## src/hw/exPkg.sv

```systemverilog
//******************************
// Shared definitions for the execute tail
// Micro-op codes, predicate modes and the stage bundle
//******************************
`default_nettype none

package exPkg;

	localparam int DATA_W    = 32;	// Default datapath width
	localparam int MEM_DEPTH = 16;	// Default scratchpad size in words
	localparam int REG_ID_W  = 6;	// Destination register id width

	typedef logic [DATA_W-1:0]   dataWord_t;	// Word as carried in the bundle
	typedef logic [REG_ID_W-1:0] regId_t;	// Id 0 is the zero register

	typedef enum logic [3:0] {
		NOP   = 4'h0,
		ADD   = 4'h1,
		SUB   = 4'h2,
		AND   = 4'h3,
		OR    = 4'h4,
		XOR   = 4'h5,
		SHL   = 4'h6,	// Shift by valB[4:0]
		MOVI  = 4'h7,	// Immediate to Rd
		CMPEQ = 4'h8,	// T = (A == B)
		CMPLT = 4'h9,	// T = (A < B), unsigned
		LOAD  = 4'hA,	// Rd = mem[A + Imm]
		STORE = 4'hB	// mem[A + Imm] = B
	} uopCmd_e;

	typedef enum logic [1:0] {
		ALWAYS = 2'b00,
		IFT    = 2'b01,	// Runs only with T set
		IFF    = 2'b10	// Runs only with T clear
	} predMode_e;

	typedef struct packed {
		uopCmd_e   cmd;
		predMode_e pred;
		regId_t    regIdRd;
		dataWord_t valA;
		dataWord_t valB;	// Also store data
		dataWord_t valImm;
		dataWord_t result;	// ALU result, address, then load data
		logic      isLoad;
		logic      isStore;
		logic      fault;	// Address out of scratchpad range
		logic      live;	// Cleared by predicate squash
	} stageUop_t;

	// Ops that produce a register result
	function automatic logic writesReg(input uopCmd_e cmd);
		case (cmd)
			ADD, SUB, AND, OR, XOR, SHL, MOVI, LOAD: return 1'b1;
			default: return 1'b0;
		endcase
	endfunction

endpackage

`default_nettype wire

```

## src/hw/exStageIf.sv

```systemverilog
//******************************
// Stage-to-stage link with one bundle
// and a valid/ready handshake
//******************************
`default_nettype none

interface exStageIf
	import exPkg::*;
();

	stageUop_t uop;	// Held stable until taken
	logic      valid;
	logic      ready;	// Transfer when valid && ready

	// Upstream side
	modport src (
		output uop,
		output valid,
		input  ready
	);

	// Downstream side
	modport dst (
		input  uop,
		input  valid,
		output ready
	);

endinterface

`default_nettype wire

```

## src/hw/exAlu.sv

```systemverilog
//******************************
// EX1 stage with ALU, compares,
// T flag and predicate squash
//******************************
`default_nettype none

module exAlu
	import exPkg::*;
#(
	parameter int DATA_W = exPkg::DATA_W
) (
	input  wire   clock,
	input  wire   rstN,
	exStageIf.dst in,
	exStageIf.src out
);

	typedef logic [DATA_W-1:0] word_t;

	word_t opA;
	word_t opB;
	word_t opImm;
	word_t aluRes;	// Result or memory address
	logic  tFlag;	// Predicate flag, written by compares
	logic  predOk;
	logic  opLive;	// Op survives the predicate
	logic  accept;
	logic  isCmp;
	logic  cmpRes;

	assign opA   = word_t'(in.uop.valA);
	assign opB   = word_t'(in.uop.valB);
	assign opImm = word_t'(in.uop.valImm);

	assign in.ready = !out.valid || out.ready;	// Moves when own op leaves
	assign accept   = in.valid && in.ready;

	always_comb begin
		case (in.uop.pred)
			ALWAYS:  predOk = 1'b1;
			IFT:     predOk = tFlag;
			IFF:     predOk = !tFlag;
			default: predOk = 1'b0;	// Reserved mode never runs
		endcase
	end

	assign opLive = in.uop.live && predOk;

	always_comb begin
		aluRes = '0;
		isCmp  = 1'b0;
		cmpRes = 1'b0;
		case (in.uop.cmd)
			ADD:  aluRes = opA + opB;
			SUB:  aluRes = opA - opB;
			AND:  aluRes = opA & opB;
			OR:   aluRes = opA | opB;
			XOR:  aluRes = opA ^ opB;
			SHL:  aluRes = opA << opB[4:0];
			MOVI: aluRes = opImm;
			CMPEQ: begin
				isCmp  = 1'b1;
				cmpRes = (opA == opB);
			end
			CMPLT: begin
				isCmp  = 1'b1;
				cmpRes = (opA < opB);	// Unsigned
			end
			LOAD, STORE: aluRes = opA + opImm;	// Base plus offset
			default: aluRes = '0;
		endcase
	end

	always_ff @(posedge clock or negedge rstN) begin
		if (!rstN) begin
			out.valid <= 1'b0;
			tFlag     <= 1'b0;
		end else begin
			if (in.ready)
				out.valid <= in.valid;
			if (accept && opLive && isCmp)
				tFlag <= cmpRes;	// In program order, next op sees it
		end
	end

	always_ff @(posedge clock) begin
		if (accept) begin
			out.uop         <= in.uop;	// valB kept as store data
			out.uop.result  <= dataWord_t'(aluRes);
			out.uop.isLoad  <= (in.uop.cmd == LOAD);
			out.uop.isStore <= (in.uop.cmd == STORE);
			out.uop.live    <= opLive;
		end
	end

endmodule

`default_nettype wire

```

## src/hw/exMemAccess.sv

```systemverilog
//******************************
// EX2 stage with the data scratchpad
// Store write, load read, range check
//******************************
`default_nettype none

module exMemAccess
	import exPkg::*;
#(
	parameter int DATA_W    = exPkg::DATA_W,
	parameter int MEM_DEPTH = exPkg::MEM_DEPTH
) (
	input  wire   clock,
	input  wire   rstN,
	exStageIf.dst in,
	exStageIf.src out
);

	localparam int ADDR_W = $clog2(MEM_DEPTH);	// Word index width

	typedef logic [DATA_W-1:0] word_t;

	word_t             mem [MEM_DEPTH];	// Scratchpad
	logic [ADDR_W-1:0] addrIdx;
	logic              accept;
	logic              memOp;	// Live load or store
	logic              inRange;
	logic              doStore;
	logic              loadHit;

	assign in.ready = !out.valid || out.ready;
	assign accept   = in.valid && in.ready;

	// Address was formed in EX1 and rides in result
	assign memOp   = in.uop.live && (in.uop.isLoad || in.uop.isStore);
	assign inRange = in.uop.result < dataWord_t'(MEM_DEPTH);
	assign addrIdx = in.uop.result[ADDR_W-1:0];
	assign doStore = accept && memOp && in.uop.isStore && inRange;
	assign loadHit = memOp && in.uop.isLoad && inRange;

	always_ff @(posedge clock or negedge rstN) begin
		if (!rstN) begin
			out.valid <= 1'b0;
		end else if (in.ready) begin
			out.valid <= in.valid;
		end
	end

	// Scratchpad starts out zeroed
	always_ff @(posedge clock or negedge rstN) begin
		if (!rstN) begin
			for (int i = 0; i < MEM_DEPTH; i++)
				mem[i] <= '0;
		end else if (doStore) begin
			mem[addrIdx] <= word_t'(in.uop.valB);
		end
	end

	// Store then load of one address works, the write lands first
	always_ff @(posedge clock) begin
		if (accept) begin
			out.uop <= in.uop;
			if (loadHit)
				out.uop.result <= dataWord_t'(mem[addrIdx]);
			out.uop.fault <= memOp && !inRange;	// Faulting op keeps its address
		end
	end

endmodule

`default_nettype wire

```

## src/hw/exPipeTop.sv

```systemverilog
//******************************
// Execute tail top level
// Ingress, EX1, EX2, EX3 joined by stage links
//******************************
`default_nettype none

module exPipeTop
	import exPkg::*;
#(
	parameter int DATA_W    = exPkg::DATA_W,
	parameter int MEM_DEPTH = exPkg::MEM_DEPTH
) (
	input  wire                 clock,
	input  wire                 rstN,

	input  wire                 inValid,	// Micro-op in
	output logic                inReady,
	input  wire uopCmd_e        inCmd,
	input  wire predMode_e      inPred,
	input  wire [REG_ID_W-1:0]  inRegId,
	input  wire [DATA_W-1:0]    inValA,
	input  wire [DATA_W-1:0]    inValB,
	input  wire [DATA_W-1:0]    inImm,

	input  wire                 memWait,	// Scratchpad not responding

	output logic                wbValid,	// Writeback out
	input  wire                 wbReady,
	output logic [REG_ID_W-1:0] wbRegId,
	output logic [DATA_W-1:0]   wbValue,
	output logic                wbFault
);

	exStageIf ingToEx1 ();
	exStageIf ex1ToEx2 ();
	exStageIf ex2ToEx3 ();

	uopIngress #(
		.DATA_W (DATA_W)
	) uopIngress_i (
		.clock   (clock),
		.rstN    (rstN),
		.inValid (inValid),
		.inReady (inReady),
		.inCmd   (inCmd),
		.inPred  (inPred),
		.inRegId (inRegId),
		.inValA  (inValA),
		.inValB  (inValB),
		.inImm   (inImm),
		.out     (ingToEx1.src)
	);

	exAlu #(
		.DATA_W (DATA_W)
	) exAlu_i (
		.clock (clock),
		.rstN  (rstN),
		.in    (ingToEx1.dst),
		.out   (ex1ToEx2.src)
	);

	exMemAccess #(
		.DATA_W    (DATA_W),
		.MEM_DEPTH (MEM_DEPTH)
	) exMemAccess_i (
		.clock (clock),
		.rstN  (rstN),
		.in    (ex1ToEx2.dst),
		.out   (ex2ToEx3.src)
	);

	exWriteback #(
		.DATA_W (DATA_W)
	) exWriteback_i (
		.clock   (clock),
		.rstN    (rstN),
		.in      (ex2ToEx3.dst),
		.memWait (memWait),
		.wbValid (wbValid),
		.wbReady (wbReady),
		.wbRegId (wbRegId),
		.wbValue (wbValue),
		.wbFault (wbFault)
	);

endmodule

`default_nettype wire

```

## src/hw/exWriteback.sv

```systemverilog
//******************************
// EX3 stage, result select and memory hold
// Writeback register on the output side
//******************************
`default_nettype none

module exWriteback
	import exPkg::*;
#(
	parameter int DATA_W = exPkg::DATA_W
) (
	input  wire                 clock,
	input  wire                 rstN,
	exStageIf.dst               in,
	input  wire                 memWait,
	output logic                wbValid,
	input  wire                 wbReady,
	output logic [REG_ID_W-1:0] wbRegId,
	output logic [DATA_W-1:0]   wbValue,
	output logic                wbFault
);

	typedef logic [DATA_W-1:0] word_t;

	logic memHold;	// Memory op waiting on the scratchpad
	logic wbFree;	// Writeback register empty or draining
	logic accept;
	logic keep;	// Op shows up on the writeback stream

	assign memHold = in.valid && in.uop.live
		&& (in.uop.isLoad || in.uop.isStore) && memWait;
	assign wbFree  = !wbValid || wbReady;

	assign in.ready = wbFree && !memHold;	// Hold stalls EX2 and up
	assign accept   = in.valid && in.ready;

	// Squashed ops, good stores, compares, NOPs and Rd 0 are dropped
	assign keep = in.uop.live
		&& ((writesReg(in.uop.cmd) && (in.uop.regIdRd != '0)) || in.uop.fault);

	always_ff @(posedge clock or negedge rstN) begin
		if (!rstN) begin
			wbValid <= 1'b0;
		end else if (wbFree) begin
			wbValid <= accept && keep;
		end
	end

	// Load data was already merged into result by EX2
	always_ff @(posedge clock) begin
		if (accept && keep) begin
			wbRegId <= in.uop.isStore ? '0 : in.uop.regIdRd;	// Store fault has no Rd
			wbValue <= word_t'(in.uop.result);
			wbFault <= in.uop.fault;
		end
	end

endmodule

`default_nettype wire

```

## src/hw/uopIngress.sv

```systemverilog
//******************************
// Micro-op ingress, two-entry skid buffer
// Packs the input fields into a stage bundle
//******************************
`default_nettype none

module uopIngress
	import exPkg::*;
#(
	parameter int DATA_W = exPkg::DATA_W
) (
	input  wire                clock,
	input  wire                rstN,
	input  wire                inValid,
	output logic               inReady,
	input  wire uopCmd_e       inCmd,
	input  wire predMode_e     inPred,
	input  wire [REG_ID_W-1:0] inRegId,
	input  wire [DATA_W-1:0]   inValA,
	input  wire [DATA_W-1:0]   inValB,
	input  wire [DATA_W-1:0]   inImm,
	exStageIf.src              out
);

	stageUop_t inUop;	// Packed input fields
	stageUop_t mainUop;	// Output register
	stageUop_t skidUop;	// Catches one op during a stall
	logic      mainValid;
	logic      skidValid;
	logic      mainLoad;	// Output register may take a new op

	assign inReady  = !skidValid;	// Registered, no path from out.ready
	assign mainLoad = !mainValid || out.ready;

	assign out.valid = mainValid;
	assign out.uop   = mainUop;

	always_comb begin
		inUop         = '0;
		inUop.cmd     = inCmd;
		inUop.pred    = inPred;
		inUop.regIdRd = inRegId;
		inUop.valA    = dataWord_t'(inValA);	// Widen to bundle word
		inUop.valB    = dataWord_t'(inValB);
		inUop.valImm  = dataWord_t'(inImm);
		inUop.live    = 1'b1;	// Predicate decides in EX1
	end

	always_ff @(posedge clock or negedge rstN) begin
		if (!rstN) begin
			mainValid <= 1'b0;
			skidValid <= 1'b0;
		end else if (mainLoad) begin
			mainValid <= skidValid || inValid;	// Skid entry drains first
			skidValid <= 1'b0;
		end else if (inValid && inReady) begin
			skidValid <= 1'b1;	// Downstream stalled, park the op
		end
	end

	always_ff @(posedge clock) begin
		if (mainLoad)
			mainUop <= skidValid ? skidUop : inUop;
		if (!mainLoad && inValid && inReady)
			skidUop <= inUop;
	end

endmodule

`default_nettype wire

```

## config.mk

```make
export PLATFORM = sky130hd
export DESIGN_NAME = exPipeTop
export DESIGN_NICKNAME = d
export VERILOG_FILES = /design/src/hw/exPkg.sv /design/src/hw/exStageIf.sv /design/src/hw/exAlu.sv /design/src/hw/exMemAccess.sv /design/src/hw/exPipeTop.sv /design/src/hw/exWriteback.sv /design/src/hw/uopIngress.sv
export SDC_FILE = /design/constraint.sdc
export NUM_CORES = 2
export LEC_CHECK = 0
export BUFFER_PORTS_ARGS = -buffer_cell sky130_fd_sc_hd__buf_2
export CORE_MARGIN = 1.5
export CORE_UTILIZATION = 55
export CTS_BUF_LIST = sky130_fd_sc_hd__clkbuf_2
export DETAILED_ROUTE_END_ITERATION = 10
export PLACE_DENSITY = 0.83
export SYNTH_ARGS = -nofsm -noshare
export SYNTH_HDL_FRONTEND = slang
export SYNTH_SLANG_ARGS = --single-unit
```

## constraint.sdc

```tcl
create_clock -name clock -period 12.5 [get_ports clock]
set_input_delay 1.875 -clock clock [delete_from_list [all_inputs] [get_ports clock]]
set_output_delay 1.875 -clock clock [all_outputs]
set_load 0.05 [all_outputs]
```

# --- After elaboration in Yosys (flattened, before gate mapping) ---
# Memories as Yosys holds them, arrays and structs flattened. A register that Yosys moved wholly into a read port is not among the register bits.
# Cells that the tools add are included.
word_totals:
  output_inout_bits: 41
  ramBits: 0
  mem_count: 1
  regBits: 896
  mem_bits_ro: 16
  latchBits: 0
  inputBits: 113
mem_list:
  columns: ["name", "depth", "word_bits", "rd", "rd_clocked_by_memory_dff", "write_ports", "line", "rtl"]
  rows:
  - ["(name not given)", 16, 1, 1, 1, 0, "exPkg.sv:53", "case (cmd)"]
classes:
  n_mul: 0
  mux: 15
  eq_ne: 14
  addsub: 3
  n_lt_le_gt_ge: 4
  n_reduce_logical: 45
  n_shift: 1
  div: 0
  bitwise_logic: 4
ops:
  columns: ["operator", "count"]
  rows:
  - ["bitwise mux 512 bit", 1]
  - ["case mux 32 bit (8 select lines)", 1]
  - ["two-way mux 144 bit", 1]
  - ["binary-select mux 32 bit (select 4 bit)", 1]
  - ["demux 32 bit (select 4 bit)", 1]
  - ["two-way mux 32 bit", 4]
  - ["adder 32 bit", 2]
  - ["AND 32 bit", 1]
  - ["== test 32 bit", 1]
  - ["< comparator 32 bit", 1]
  - ["< comparator 32 x 5 -> 1 bit (second input constant)", 1]
  - ["bitwise OR 32 bit", 1]
  - ["<< shifter 32 x 5 -> 32 bit", 1]
  - ["subtractor 32 bit", 1]
  - ["XOR 32 bit", 1]
  - ["logical AND 1 bit", 23]
  - ["== test 4 x 3 -> 1 bit (second input constant)", 4]
  - ["== test 4 bit (second input constant)", 4]
  - ["zero test 1 bit", 9]
  - ["== test 4 x 2 -> 1 bit (second input constant)", 2]
  - ["logical OR 1 bit", 8]
  - ["nonzero test 6 bit", 1]
  - [">= comparator 5 bit (second input constant)", 1]
  - ["< comparator 5 x 1 -> 1 bit (second input constant)", 1]
  - ["other kinds (11)", 14]

# --- Logic depth before layout (Yosys ltp) ---
logic_depth:
  word_depth: 11
  ltp_mapped: 14
  mapped_depth_nobuf: 12

# --- By module ---
# Synthesis repeated with hierarchy kept, for this count alone.
unflattened:
  cells_unflattened: 3238
  hier_area_um2: 49170.9
modules_own_cells:
  columns: ["mod", "seq_area_each_um2", "area_each_um2", "cells_per_inst", "instances"]
  rows:
  - ["exMemAccess", 17161.5, 27769.1, 1607, 1]
  - ["exAlu", 4374.2, 11885.1, 1191, 1]
  - ["uopIngress", 6536.3, 8181.6, 382, 1]
  - ["exWriteback", 1196.1, 1335.0, 58, 1]

# --- Worst setup path after synthesis ---
# No wires, ideal clock.
synth_timing:
  path_type: "in2reg"
  start: "input port wbReady"
  end: "register uopIngress_i.skidUop[100] (netlist name), enable pin"
  slack_ns: -2.263
  required_time_ns: 11.770
  arrival_ns: 14.033
  path_stages: 5
  n_path_buf: 0
  path_cell_list: "nand2b_1 a21bo_2 inv_1 nand3_1 nor3b_1"
synth_between:
  elab_chain_cells: 8
synth_rtl:
  columns: ["element", "line", "rtl"]
  rows:
  - ["start: declaration", "exPipeTop.sv:28", "input wire wbReady,"]
  - ["logical OR 1 bit", "exWriteback.sv:32", "assign wbFree = !wbValid || wbReady;"]
  - ["logical AND 1 bit", "exWriteback.sv:34", "assign in.ready = wbFree && !memHold;"]
  - ["logical OR 1 bit", "exMemAccess.sv:31", "assign in.ready = !out.valid || out.ready;"]
  - ["logical OR 1 bit", "exAlu.sv:35", "assign in.ready = !out.valid || out.ready;"]
  - ["logical OR 1 bit", "uopIngress.sv:33", "assign mainLoad = !mainValid || out.ready;"]
  - ["zero test 1 bit", "uopIngress.sv:64", "if (!mainLoad && inValid && inReady)"]
  - ["logical AND 1 bit (2 in a row)", "uopIngress.sv:64", null]
  - ["end signal: assignment", "uopIngress.sv:65", "skidUop <= inUop;"]
  - ["end: declaration", "uopIngress.sv:27", "stageUop_t skidUop;"]
# Every way passes these cells.
# A chain may end at the register's enable or synchronous reset.

# --- Worst setup path after layout ---
layout_timing:
  start: "register uopIngress_i.mainUop, in the netlist uopIngress_i.out.uop[142]"
  end: "register, netlist name exAlu_i.out.uop[35]"
layout_between:
  elab_chain_cells: 3
layout_rtl:
  columns: ["element", "line", "rtl"]
  rows:
  - ["start: declaration", "uopIngress.sv:26", "stageUop_t mainUop;"]
  - ["start signal: assignment", "uopIngress.sv:63", "mainUop <= skidValid ? skidUop : inUop;"]
  - ["== test 4 bit", "exAlu.sv:53", "case (in.uop.cmd)"]
  - ["OR reduction 2 bit", "exAlu.sv:53", null]
  - ["case mux 32 bit (8 select lines) *", "exAlu.sv:53", null]
# Mark *: on every way between the ends. The rest lies on a longest branch, timed or not.

==> run metrics <==
FMAX 0.210 GHz; CP top delay family compound AO/OA/AOI/OAI gates; Combinational Power Share 0.265; clock buffer depth 3; final WL 108000 um; register area share after synthesis 0.554; placed insts 4079; Initial Util 0.556; Synthesized Nets 3271; slowest library cell on the worst path edfxtp_1; pin count of the biggest net entering global routing 177; VDD IR max 0.000201 V; CTS Buf Count 214; first-pass GRT wire length 165000 um; Slowest Stage Delay on Critical Path 0.57 ns; Netlist Area Pre-Place 0.0439 mm2; RSZ-0062 raised after global routing false; total grt overflow 0; Pre-Repair DR Iteration Count 8; die width 286 um; DRT iter0 DRCs 2752; Crit Path Category register to register; final hold violation count 0; initial antenna violation count 9; Synth cell types 71; Yosys warnings 0; Period Utilization, post-route 0.381; Least-Margin Pin Slew 1.15 ns; Synth area leader dfrtp_1; Core Footprint 0.0790 mm2; crit path cell chain nand3b_1 -> buf_4 -> mux2_2 -> ha_1 -> o211ai_1 -> o21bai_1 -> o211ai_1 -> a211oi_1 -> o2111ai_1 -> nor3_1 -> nor2_1 -> or4_1; most used cell along the critical path o211ai_1; Net Sw Power 2.83 mW; Worst setup SP type register; total chip power 7.83 mW; DP HPWL 70800 um; CTS resizes 0; synth top area cells dfrtp_1, edfxtp_1, mux2_2, mux4_2, ha_1; H-tree level count 4; Main synth FF type dfrtp_1; Mapped Cells 3025; port bufs 153; worst-path fanout max 33; leakage dissipation 21.4 nW; Worst EP arrival 5.86 ns; worst path required time 13.60 ns; clock sink total 897; mean post-synth cell area 14.5 um2; Nets 3491; Hold Path Class register to register; share of cells above drive strength 1 0.419; Yosys reg bits 897; Routability Congestion 0.991; worst path bufs/invs 1; post-layout util 0.605; status finished, final reports clean; setup violators final 0; CTS tree done; IO Pins 154; Sw Ratio 0.361; hold buffer count at cts 0; max-slew violations 0; buffers inserted by post-CTS timing repair 0; commonest non-fill, non-tap cell in the layout mux2_2; worst rel slew slack 0.233; Setup TNS 0 ns; Clk network pwr share 0.251; critical path endpoint category register; GRT Total Usage 0.266; Routed wire per std cell 24.0 um; FP Rows 103; Routed Antenna Nets 0; Layout Skew 0.169 ns; DRC errors left 0; Non-Filler Instances 4477; Period minus WS final 4.77 ns; area grow syn2layout 8.82%; number of global-route vias before repair 28600; top cell type's share of synthesized area 0.295; most frequent cells in the layout mux2_2, dfrtp_1, edfxtp_1; Reg power frac 0.484; max-cap violations 0; Post-synth EDFFs 378; CTS Root Buffer Type clkbuf_2; clk slew on worst S/H paths 0.11 ns; insertion delay to the later sink of the worst-skew pair 1.49 ns; total number of vias 27800; Die Area 0.0816 mm2; FFs w/ async S/R, synth 0.577; Pwr per Cell Area 164 mW/mm2; Cell Int Power 5.01 mW; die height 286 um; Via density 6.21
worst reg2reg max path: cells and delay by family, from the launching register on:
kind            cells  cell delay, ns
mux                 1            0.45
flops               1            0.57
compound gates      5            1.60
fa+ha+maj           1            0.35
simple gates        4            1.06
buf+inv             1            0.43
area by class of cell:
| class | instances | area, um2 |
|---|---|---|
| inverter | 105 | 394 |
| tap | 1050 | 1310 |
| sequential | 897 | 24300 |
| fill | 5921 | 31200 |
| clock buffer | 316 | 1580 |
| multi-input combinational | 1826 | 18500 |
| timing repair buffer | 201 | 1170 |
| antenna | 7 | 17.5 |
| clock inverter | 75 | 482 |
synth_stat cells (23+ instances only):
| library cell | instances |
|---|---|
| buf_2 | 63 |
| dfrtp_1 | 518 |
| ha_1 | 131 |
| a21oi_1 | 100 |
| mux2i_1 | 49 |
| edfxtp_1 | 378 |
| nor3_1 | 28 |
| a31o_2 | 28 |
| o21ai_0 | 80 |
| xnor2_1 | 36 |
| nand2_1 | 120 |
| a221oi_1 | 34 |
| mux4_2 | 172 |
| clkbuf_1 | 112 |
| nor2_1 | 80 |
| mux2_2 | 653 |
| inv_1 | 102 |
| nor2b_1 | 23 |
path summary, 6_finish.rpt:
path	from	end	slack, ns	depth (start not counted)
hold / removal	exMemAccess_i.out.uop[25]	exWriteback_i.wbValue[21]	0.39	0
max in group asynchronous	rstN	exMemAccess_i.mem[280]	9.80	3
setup / recovery	uopIngress_i.out.uop[142]	exAlu_i.out.uop[35]	7.73	12
setup reg to reg	uopIngress_i.out.uop[142]	exAlu_i.out.uop[35]	7.73	12
min in group asynchronous	rstN	exMemAccess_i.mem[207]	0.45	1
hold reg to reg	exMemAccess_i.out.uop[25]	exWriteback_i.wbValue[21]	0.39	0
sequential cells by signal, indices dropped and copies added (netlist names), named ones only:
signal,cells
uopIngress_i.skidValid,1
exAlu_i.tFlag,1
exMemAccess_i.mem,512
exWriteback_i.wbRegId,6
exMemAccess_i.out.uop,46
exAlu_i.out.uop,77
exWriteback_i.wbFault,1
exAlu_i.out.valid,1
uopIngress_i.skidUop,108
exWriteback_i.wbValue,32
exMemAccess_i.out.valid,1
uopIngress_i.out.uop,108
exWriteback_i.wbValid,1
uopIngress_i.out.valid,1
cells by family after synthesis:
kind of cell / Yosys count / synth area share
mux: 878 / 0.268
buf+inv: 302 / 0.0276
compound gates: 406 / 0.0639
simple gates: 367 / 0.0403
flops: 897 / 0.554
fa+ha+maj: 133 / 0.0382
xor+xnor: 42 / 0.00837
layer usage:
metal / GRT usage / share of wire / vias up
li1: - / - / 12100
met1: 0.366 / 0.42 / 14200
met2: 0.413 / 0.47 / 1269
met3: 0.0596 / 0.081 / 236
met4: 0.106 / 0.033 / 6
met5: 0 / 0.00069 / -
power groups by stage:
stage               sequential [mW]  combinational [mW]  clock (mW)
finish                         3.79                2.07        1.97
global route                   3.83                2.22        2.18
CTS                            3.79                2.04        2.02
global placement               3.84                2.02           0
detailed placement             3.85                2.04           0
floorplan                      3.77                1.41           0
through the flow:
stage                     setup slack [ns]  instance area, um2  hold WS [ns]
after global placement                7.43               45700         0.401
final                                 7.73               47800         0.388
after floorplan                      0.298               43900         0.400
after CTS                             7.76               47800         0.318
after detailed placement              7.31               45700         0.405
after global routing                  7.48               47800         0.416
Note: power is estimated with default switching activity, not from simulation.
